--- config.mk ---
export PLATFORM = sky130hd
export DESIGN_NAME = periph_top
export DESIGN_NICKNAME = d
export VERILOG_FILES = /design/src/periph_pkg.sv /design/src/periph_top.sv /design/src/periph_result.sv /design/src/periph_timer.sv /design/src/irq_ctrl.sv /design/src/periph_decode.sv
export SDC_FILE = /design/constraint.sdc
export NUM_CORES = 1
export LEC_CHECK = 0
export BUFFER_PORTS_ARGS = -buffer_cell sky130_fd_sc_hd__buf_4
export CAP_MARGIN = 10
export CORE_ASPECT_RATIO = 1.5
export CORE_MARGIN = 2
export CORE_UTILIZATION = 35
export CTS_CLUSTER_SIZE = 25
export DETAILED_ROUTE_END_ITERATION = 6
export PLACE_DENSITY = 0.57
export RECOVER_POWER = 50
export SYNTH_ARGS = -nofsm -noshare
export SYNTH_HDL_FRONTEND = slang
export SYNTH_SLANG_ARGS = --single-unit
--- constraint.sdc ---
create_clock -name clk_i -period 21.4 [get_ports clk_i]
set_input_delay 4.28 -clock clk_i [delete_from_list [all_inputs] [get_ports clk_i]]
set_output_delay 4.28 -clock clk_i [all_outputs]
set_load 0.02 [all_outputs]
--- src/periph_pkg.sv ---
// --------------------
// Shared bus structs, address map and
// target encoding for the peripheral block
// --------------------
package periph_pkg;

    localparam int DATA_W = 32;
    localparam int ADDR_W = 16;
    // Byte offset width inside one 4 KiB region
    localparam int OFS_W  = 12;

    typedef struct packed {
        logic [ADDR_W-1:0] addr;
        logic              write;
        logic [DATA_W-1:0] wdata;
    } reg_req_t;

    typedef struct packed {
        logic [DATA_W-1:0] rdata;
        logic              error;
    } reg_rsp_t;

    typedef enum logic [1:0] {
        TGT_IRQ   = 2'd0,
        TGT_TIMER = 2'd1,
        TGT_NONE  = 2'd2
    } target_e;

    // --------------------
    // Address map
    // --------------------
    localparam logic [ADDR_W-1:0] IRQ_BASE   = 16'h0000;
    localparam logic [ADDR_W-1:0] TIMER_BASE = 16'h1000;

    // Interrupt controller, priority of id k sits at 4*k
    localparam logic [ADDR_W-1:0] IRQ_PENDING_OFS = 16'h0100;
    localparam logic [ADDR_W-1:0] IRQ_ENABLE_OFS  = 16'h0104;
    localparam logic [ADDR_W-1:0] IRQ_THRESH_OFS  = 16'h0108;
    localparam logic [ADDR_W-1:0] IRQ_CLAIM_OFS   = 16'h010C;

    // Timer bank
    localparam logic [ADDR_W-1:0] TIMER_STRIDE  = 16'h0010;
    localparam logic [ADDR_W-1:0] TMR_CTRL_OFS  = 16'h0000;
    localparam logic [ADDR_W-1:0] TMR_COUNT_OFS = 16'h0004;
    localparam logic [ADDR_W-1:0] TMR_CMP_OFS   = 16'h0008;

    localparam logic [DATA_W-1:0] ERR_RDATA = 32'hdeadbeef;

endpackage
--- src/periph_top.sv ---
// --------------------
// Peripheral block top level, decoder,
// interrupt controller, timers and response stage
// --------------------
`timescale 1ns/1ps

module periph_top
    import periph_pkg::*;
#(
    parameter int NUM_EXT_IRQ = 8,
    parameter int NUM_TIMERS  = 2,
    parameter int PRIO_W      = 3
) (
    input  logic                   clk_i,
    input  logic                   rst_n_i,
    input  reg_req_t               req_i,
    input  logic                   req_valid_i,
    output logic                   req_ready_o,
    output reg_rsp_t               rsp_o,
    output logic                   rsp_valid_o,
    input  logic                   rsp_ready_i,
    input  logic [NUM_EXT_IRQ-1:0] ext_irq_i,
    output logic                   irq_o
);

    localparam int NUM_SRC = NUM_TIMERS + NUM_EXT_IRQ;

    target_e               tgt;
    logic [OFS_W-1:0]      offset;
    logic                  accept;
    logic                  strobe;
    logic                  irq_strobe;
    logic                  tmr_strobe;
    reg_rsp_t              irq_rsp;
    reg_rsp_t              tmr_rsp;
    logic [NUM_TIMERS-1:0] match;
    logic [NUM_SRC-1:0]    src;

    // Timers take the low ids, external lines follow
    assign src = {ext_irq_i, match};

    assign irq_strobe = strobe && (tgt == TGT_IRQ);
    assign tmr_strobe = strobe && (tgt == TGT_TIMER);

    // --------------------
    // Decode
    // --------------------
    periph_decode i_decode (
        .req_i    ( req_i  ),
        .accept_i ( accept ),
        .tgt_o    ( tgt    ),
        .offset_o ( offset ),
        .strobe_o ( strobe )
    );

    // --------------------
    // Execute
    // --------------------
    irq_ctrl #(
        .NUM_SRC ( NUM_SRC ),
        .PRIO_W  ( PRIO_W  )
    ) i_irq_ctrl (
        .clk_i    ( clk_i      ),
        .rst_n_i  ( rst_n_i    ),
        .req_i    ( req_i      ),
        .offset_i ( offset     ),
        .strobe_i ( irq_strobe ),
        .src_i    ( src        ),
        .rsp_o    ( irq_rsp    ),
        .irq_o    ( irq_o      )
    );

    periph_timer #(
        .NUM_TIMERS ( NUM_TIMERS )
    ) i_timer (
        .clk_i    ( clk_i      ),
        .rst_n_i  ( rst_n_i    ),
        .req_i    ( req_i      ),
        .offset_i ( offset     ),
        .strobe_i ( tmr_strobe ),
        .rsp_o    ( tmr_rsp    ),
        .match_o  ( match      )
    );

    // --------------------
    // Result
    // --------------------
    periph_result i_result (
        .clk_i       ( clk_i       ),
        .rst_n_i     ( rst_n_i     ),
        .req_valid_i ( req_valid_i ),
        .tgt_i       ( tgt         ),
        .irq_rsp_i   ( irq_rsp     ),
        .tmr_rsp_i   ( tmr_rsp     ),
        .write_i     ( req_i.write ),
        .rsp_ready_i ( rsp_ready_i ),
        .req_ready_o ( req_ready_o ),
        .accept_o    ( accept      ),
        .rsp_o       ( rsp_o       ),
        .rsp_valid_o ( rsp_valid_o )
    );

endmodule

--- src/periph_result.sv ---
// --------------------
// Response register with error responder
// and request back-pressure
// --------------------
`timescale 1ns/1ps

module periph_result
    import periph_pkg::*;
(
    input  logic     clk_i,
    input  logic     rst_n_i,
    input  logic     req_valid_i,
    input  target_e  tgt_i,
    input  reg_rsp_t irq_rsp_i,
    input  reg_rsp_t tmr_rsp_i,
    input  logic     write_i,
    input  logic     rsp_ready_i,
    output logic     req_ready_o,
    output logic     accept_o,
    output reg_rsp_t rsp_o,
    output logic     rsp_valid_o
);

    reg_rsp_t rsp_sel;
    reg_rsp_t rsp_q;
    logic     rsp_valid_q;

    // Free slot, or the held response leaves this cycle
    assign req_ready_o = !rsp_valid_q || rsp_ready_i;
    assign accept_o    = req_valid_i && req_ready_o;

    always_comb begin
        case (tgt_i)
            TGT_IRQ:   rsp_sel = irq_rsp_i;
            TGT_TIMER: rsp_sel = tmr_rsp_i;
            default: begin
                rsp_sel.error = 1'b1;
                rsp_sel.rdata = write_i ? '0 : ERR_RDATA;
            end
        endcase
    end

    always_ff @(posedge clk_i or negedge rst_n_i) begin
        if (!rst_n_i) begin
            rsp_q       <= '0;
            rsp_valid_q <= 1'b0;
        end else if (accept_o) begin
            rsp_q       <= rsp_sel;
            rsp_valid_q <= 1'b1;
        end else if (rsp_ready_i) begin
            rsp_valid_q <= 1'b0;
        end
    end

    assign rsp_o       = rsp_q;
    assign rsp_valid_o = rsp_valid_q;

endmodule

--- src/periph_timer.sv ---
// --------------------
// Bank of compare timers with sticky
// match status
// --------------------
`timescale 1ns/1ps

module periph_timer
    import periph_pkg::*;
#(
    parameter int NUM_TIMERS = 2
) (
    input  logic                  clk_i,
    input  logic                  rst_n_i,
    input  reg_req_t              req_i,
    input  logic [OFS_W-1:0]      offset_i,
    input  logic                  strobe_i,
    output reg_rsp_t              rsp_o,
    output logic [NUM_TIMERS-1:0] match_o
);

    localparam int STRIDE_LSB = $clog2(TIMER_STRIDE);

    logic [NUM_TIMERS-1:0] en_q;
    logic [NUM_TIMERS-1:0] status_q;
    logic [DATA_W-1:0]     count_q [NUM_TIMERS];
    logic [DATA_W-1:0]     cmp_q [NUM_TIMERS];

    logic [NUM_TIMERS-1:0] sel;
    logic [STRIDE_LSB-1:0] reg_ofs;
    logic                  is_ctrl;
    logic                  is_count;
    logic                  is_cmp;
    logic                  wr_en;

    always_comb begin
        for (int t = 0; t < NUM_TIMERS; t++) begin
            sel[t] = offset_i[OFS_W-1:STRIDE_LSB] == (OFS_W-STRIDE_LSB)'(t);
        end
    end

    assign reg_ofs  = offset_i[STRIDE_LSB-1:0];
    assign is_ctrl  = reg_ofs == TMR_CTRL_OFS[STRIDE_LSB-1:0];
    assign is_count = reg_ofs == TMR_COUNT_OFS[STRIDE_LSB-1:0];
    assign is_cmp   = reg_ofs == TMR_CMP_OFS[STRIDE_LSB-1:0];
    assign wr_en    = strobe_i && req_i.write;

    // --------------------
    // Read path
    // --------------------
    always_comb begin
        rsp_o = '0;
        if (!(|sel) || !(is_ctrl || is_count || is_cmp)) begin
            rsp_o.error = 1'b1;
        end else if (!req_i.write) begin
            for (int t = 0; t < NUM_TIMERS; t++) begin
                if (sel[t]) begin
                    if (is_ctrl) begin
                        // Bit 1 is the status clear, it always reads as zero
                        rsp_o.rdata = DATA_W'({status_q[t], 1'b0, en_q[t]});
                    end else if (is_count) begin
                        rsp_o.rdata = count_q[t];
                    end else begin
                        rsp_o.rdata = cmp_q[t];
                    end
                end
            end
        end
    end

    // Counters, a bus write in the same cycle wins
    always_ff @(posedge clk_i or negedge rst_n_i) begin
        if (!rst_n_i) begin
            en_q     <= '0;
            status_q <= '0;
            for (int t = 0; t < NUM_TIMERS; t++) begin
                count_q[t] <= '0;
                cmp_q[t]   <= '0;
            end
        end else begin
            for (int t = 0; t < NUM_TIMERS; t++) begin
                if (en_q[t]) begin
                    if (count_q[t] == cmp_q[t]) begin
                        count_q[t]  <= '0;
                        status_q[t] <= 1'b1;
                    end else begin
                        count_q[t] <= count_q[t] + 1'b1;
                    end
                end
                if (wr_en && sel[t]) begin
                    if (is_ctrl) begin
                        en_q[t] <= req_i.wdata[0];
                        if (req_i.wdata[1]) begin
                            status_q[t] <= 1'b0;
                        end
                    end
                    if (is_count) begin
                        count_q[t] <= req_i.wdata;
                    end
                    if (is_cmp) begin
                        cmp_q[t] <= req_i.wdata;
                    end
                end
            end
        end
    end

    assign match_o = status_q;

endmodule

--- src/irq_ctrl.sv ---
// --------------------
// Level interrupt controller with priority,
// enable mask, threshold and claim/complete
// --------------------
`timescale 1ns/1ps

module irq_ctrl
    import periph_pkg::*;
#(
    parameter int NUM_SRC = 10,
    parameter int PRIO_W  = 3
) (
    input  logic               clk_i,
    input  logic               rst_n_i,
    input  reg_req_t           req_i,
    input  logic [OFS_W-1:0]   offset_i,
    input  logic               strobe_i,
    input  logic [NUM_SRC-1:0] src_i,
    output reg_rsp_t           rsp_o,
    output logic               irq_o
);

    localparam int ID_W = $clog2(NUM_SRC + 1);

    // Bit k of each mask belongs to source id k+1
    logic [PRIO_W-1:0]  prio_q [NUM_SRC];
    logic [NUM_SRC-1:0] enable_q;
    logic [PRIO_W-1:0]  thresh_q;
    logic [NUM_SRC-1:0] claimed_q;

    logic [NUM_SRC-1:0] pending;
    logic [ID_W-1:0]    win_id;
    logic [PRIO_W-1:0]  win_prio;
    logic [NUM_SRC-1:0] prio_sel;
    logic               prio_hit;
    logic               is_pend;
    logic               is_en;
    logic               is_thr;
    logic               is_claim;
    logic               wr_en;
    logic               rd_claim;
    logic [ID_W-1:0]    cmpl_id;

    assign pending = src_i & ~claimed_q;

    // --------------------
    // Winner search
    // --------------------
    // Strict compare keeps the lowest id on equal priority
    always_comb begin
        win_id   = '0;
        win_prio = '0;
        for (int i = 0; i < NUM_SRC; i++) begin
            if (pending[i] && enable_q[i] && (prio_q[i] > win_prio)) begin
                win_id   = ID_W'(i + 1);
                win_prio = prio_q[i];
            end
        end
    end

    assign irq_o = win_prio > thresh_q;

    // Offset decode
    always_comb begin
        for (int i = 0; i < NUM_SRC; i++) begin
            prio_sel[i] = offset_i[OFS_W-1:2] == (OFS_W-2)'(i + 1);
        end
    end

    assign prio_hit = |prio_sel;
    assign is_pend  = offset_i == IRQ_PENDING_OFS[OFS_W-1:0];
    assign is_en    = offset_i == IRQ_ENABLE_OFS[OFS_W-1:0];
    assign is_thr   = offset_i == IRQ_THRESH_OFS[OFS_W-1:0];
    assign is_claim = offset_i == IRQ_CLAIM_OFS[OFS_W-1:0];

    // --------------------
    // Response
    // --------------------
    always_comb begin
        rsp_o = '0;
        if (prio_hit) begin
            for (int i = 0; i < NUM_SRC; i++) begin
                if (prio_sel[i]) begin
                    rsp_o.rdata = DATA_W'(prio_q[i]);
                end
            end
        end else if (is_pend) begin
            rsp_o.rdata = DATA_W'({pending, 1'b0});
        end else if (is_en) begin
            rsp_o.rdata = DATA_W'({enable_q, 1'b0});
        end else if (is_thr) begin
            rsp_o.rdata = DATA_W'(thresh_q);
        end else if (is_claim) begin
            rsp_o.rdata = irq_o ? DATA_W'(win_id) : '0;
        end else begin
            rsp_o.error = 1'b1;
        end
        if (req_i.write) begin
            rsp_o.rdata = '0;
        end
    end

    assign wr_en    = strobe_i && req_i.write;
    assign rd_claim = strobe_i && !req_i.write && is_claim && irq_o;
    assign cmpl_id  = req_i.wdata[ID_W-1:0];

    always_ff @(posedge clk_i or negedge rst_n_i) begin
        if (!rst_n_i) begin
            for (int i = 0; i < NUM_SRC; i++) begin
                prio_q[i] <= '0;
            end
            enable_q  <= '0;
            thresh_q  <= '0;
            claimed_q <= '0;
        end else begin
            if (wr_en) begin
                for (int i = 0; i < NUM_SRC; i++) begin
                    if (prio_sel[i]) begin
                        prio_q[i] <= req_i.wdata[PRIO_W-1:0];
                    end
                    // Complete
                    if (is_claim && (cmpl_id == ID_W'(i + 1))) begin
                        claimed_q[i] <= 1'b0;
                    end
                end
                if (is_en) begin
                    enable_q <= req_i.wdata[NUM_SRC:1];
                end
                if (is_thr) begin
                    thresh_q <= req_i.wdata[PRIO_W-1:0];
                end
            end
            if (rd_claim) begin
                for (int i = 0; i < NUM_SRC; i++) begin
                    if (win_id == ID_W'(i + 1)) begin
                        claimed_q[i] <= 1'b1;
                    end
                end
            end
        end
    end

endmodule

--- src/periph_decode.sv ---
// --------------------
// Address decoder, picks the target region
// and the region-relative word offset
// --------------------
`timescale 1ns/1ps

module periph_decode
    import periph_pkg::*;
(
    input  reg_req_t         req_i,
    input  logic             accept_i,
    output target_e          tgt_o,
    output logic [OFS_W-1:0] offset_o,
    output logic             strobe_o
);

    logic [ADDR_W-OFS_W-1:0] region;
    logic                    misaligned;
    logic                    hit_irq;
    logic                    hit_timer;

    assign region     = req_i.addr[ADDR_W-1:OFS_W];
    assign misaligned = |req_i.addr[1:0];

    assign hit_irq   = region == IRQ_BASE[ADDR_W-1:OFS_W];
    assign hit_timer = region == TIMER_BASE[ADDR_W-1:OFS_W];

    // --------------------
    // Target select
    // --------------------
    always_comb begin
        if (misaligned) begin
            tgt_o = TGT_NONE;
        end else if (hit_irq) begin
            tgt_o = TGT_IRQ;
        end else if (hit_timer) begin
            tgt_o = TGT_TIMER;
        end else begin
            tgt_o = TGT_NONE;
        end
    end

    assign offset_o = req_i.addr[OFS_W-1:0];

    // Error responder needs no strobe, it is handled in the result stage
    assign strobe_o = accept_i && (tgt_o != TGT_NONE);

endmodule

==> flow_summary.ini <==
[logic_synthesis]
synth-seq-cells = 219
synth_area_per_cell_um2 = 10.23
syn_nets = 1385
synthFlopType = dfrtp_1
synth-adder-area-share = 0.02122
synthDistinctLibCells = 91
synth_xor_area_frac = 0.08085
synth_top_family_by_area = simple AND/OR/NAND/NOR gates
synth_compound_area_frac = 0.1378
syn_area_um2 = 13320
syn_inst = 1303
synthArstFlopShare = 1.000
synth_mux_area_frac = 0.1583
synth_warnings = 0
synth-edff-count = 0
seq_area_frac_synth = 0.4113
synthSimpleGateAreaFrac = 0.1650

[layout]
layout_common_cells = dfrtp_1, nand2_1, mux2_2
fin_cells = 1889
final_nets = 1465
layout-drive-gt1-share = 0.2266
area_growth_pct = 15.14
final_common_cell = dfrtp_1

[global_routing]
grt_max_degree = 95
grt_overflow = 0
grt_pass1_vias = 11200
grt_pass1_wl_um = 68120
antenna_found_initial = 1
grt_use_total = 0.2252

[sta]
finalSetupTns_ps = 0
relSlewSlack = -2.468
hold_slack_ps = 474.8
drv_slew = 224
hold_viol = 0
rsz0062_at_grt = false
finClkSkew_ps = 20.88
timing.final.crit_period_ps = 20190
max_slew.worst_pin.slew_ps = 5202
timing.fmax_ghz = 0.04953
period_share = 0.9435
final-setup-viol-count = 0

[pwr]
ir_worst_vdd_v = 0.00005475
swShare = 0.2572
p_clk_frac = 0.453
seq_power_share = 0.453
power_density_nw_per_um2 = 62.62
p_leak_nw = 6.665
internal-power_uw = 713.5
p_sw_uw = 247.1
combPwrFrac = 0.095

[job]
cap_violations = 3

[setup_path]
critical_path_class = in2out
crit_required_ps = 17120
r2r_slack_ps = 5840
crit_fanout = 11
cpPeakStageDelay_ps = 480
crit_family = compound AO/OA/AOI/OAI gates
worstPathArrival_ps = 15910
slowest_stage = a2111oi_4
crit_path_end_kind = output port
startpoint_type = input port
crit_buf_inv = 3

[clock_network]
clk_path_buf_depth = 3
cts-htree-levels = 1
cts_sinks = 219
root_buffer = clkbuf_16
clk_latency_ps = 550
clkTransAtPathRegs_ps = 60
tritoncts = done
cts-buffers-inserted = 24
post_cts_buffers = 0

[run_status]
run_status = complete, but fails checks
violations = max-capacitance violations, max-slew violations

[placed_design]
hpwl_um = 32800
portBuffers = 96
dp_cells = 1846
globalplace.congestion = 0.9328

[detailed_routing]
vias_per_cell = 5.734
first_pass_iters = 5
detail-route-antenna-nets = 0
drc_errors = 0
vias = 10830
wl_per_cell_um = 23.41
drt_iter0_markers = 696
wl_um = 44230

[floorplanning]
core_region_area_um2 = 37550
die_x_um = 163.3
ioPinCount = 97
rows = 87
die_h_um = 243.0
initial_core_util = 0.3548
fp.dieArea_um2 = 39680

[hold_path]
min_path_type = reg2reg
power by group through the flow:
stage / Clock [mW] / Sequential (mW) / Combinational [mW]
CTS: 0.444 / 0.435 / 0.0947
detailed placement: 0 / 0.442 / 0.0944
global placement: 0 / 0.442 / 0.0933
floorplan: 0 / 0.447 / 0.0367
finish: 0.435 / 0.435 / 0.0909
global route: 0.459 / 0.436 / 0.0987
per-layer routing:
layer | routed length [um] | vias up | track usage
met4 | 2646 | 0 | 0.1192
met5 | 0 | - | 0
li1 | - | 4910 | -
met2 | 23400 | 312 | 0.4145
met3 | 1638 | 118 | 0.02102
met1 | 16540 | 5492 | 0.2532
stage by stage:
step | utilization | power, mW | area, um2 | worst slack, ps
floorplan | - | 0.4838 | 13320 | 2260
global placement | 0.3889 | 0.5356 | 14610 | 1435
detailed placement | 0.3889 | 0.5368 | 14610 | 1098
CTS | 0.4105 | 0.9739 | 15420 | 1076
global route | 0.4085 | 0.9942 | 15340 | 248.0
finish | 0.4085 | 0.9606 | 15340 | 1210
worst register-to-register path: cells and delay by family (launching register included):
kind,cells,cell delay [ps]
muxes,3,890
adders and majority gates,12,3480
buffers and inverters,3,420
DFF,1,430
and+or+nand+nor,25,4230
AOI/OAI and AO/OA,28,5990
logic make-up after synthesis:
group                      Yosys count
and+or+nand+nor                    438
AOI/OAI and AO/OA                  256
DFF                                219
muxes                              156
xor gates and xnor gates           123
buffers and inverters               88
adders and majority gates           23
worst paths after layout:
kind / startpoint / endpoint / depth (start not counted)
min: i_result.rsp_o[18] / i_result.rsp_o[18] / 2
max: ext_irq_i[0] / irq_o / 56
max in group asynchronous: rst_n_i / i_result.rsp_o[10] / 2
max reg2reg: i_timer.match_o[0] / i_result.rsp_o[1] / 71
min in group asynchronous: rst_n_i / i_irq_ctrl.prio_q[27] / 1
min reg2reg: i_result.rsp_o[18] / i_result.rsp_o[18] / 2
flip-flops by register name, indices dropped and copies added (netlist names):
name                  flops
i_irq_ctrl.claimed_q     10
i_irq_ctrl.enable_q      10
i_irq_ctrl.prio_q        30
i_irq_ctrl.thresh_q       3
i_result.rsp_o           33
i_result.rsp_valid_o      1
i_timer.cmp_q            64
i_timer.count_q          64
i_timer.en_q              2
i_timer.match_o           2
layout make-up:
class | instances | area, um2
clock inverter | 8 | 132.6
inverter | 27 | 101.3
fill | 3728 | 22210
clock buffer | 34 | 678.2
sequential | 219 | 5480
multi-input combinational | 996 | 7546
tap | 489 | 611.8
timing repair buffer | 115 | 788.3
antenna | 1 | 2.502
cells in the mapped netlist (12+ instances only):
cell / count / share of area
nor3_1: 16 / 0.0060
a21oi_1: 48 / 0.018
inv_1: 27 / 0.0076
nand2_1: 133 / 0.037
and3_1: 15 / 0.0070
nand3_1: 41 / 0.015
dfrtp_1: 219 / 0.41
nand4_1: 28 / 0.013
nand2b_1: 15 / 0.0070
mux2i_1: 12 / 0.0090
o21ai_0: 59 / 0.022
a22o_1: 38 / 0.025
nor2_1: 101 / 0.028
mux2_2: 101 / 0.085
nor4_1: 19 / 0.0089
xnor2_1: 72 / 0.047
xor2_1: 51 / 0.034
o31ai_1: 26 / 0.015
mux4_2: 32 / 0.054
clkbuf_1: 50 / 0.014
ha_1: 21 / 0.020
timing repair:
action	CTS	global route
hold endpoints to repair	0	0
hold buffers	0	0
setup endpoints to repair	0	1
resized for setup	0	1
(Power assumes the default switching activity.)
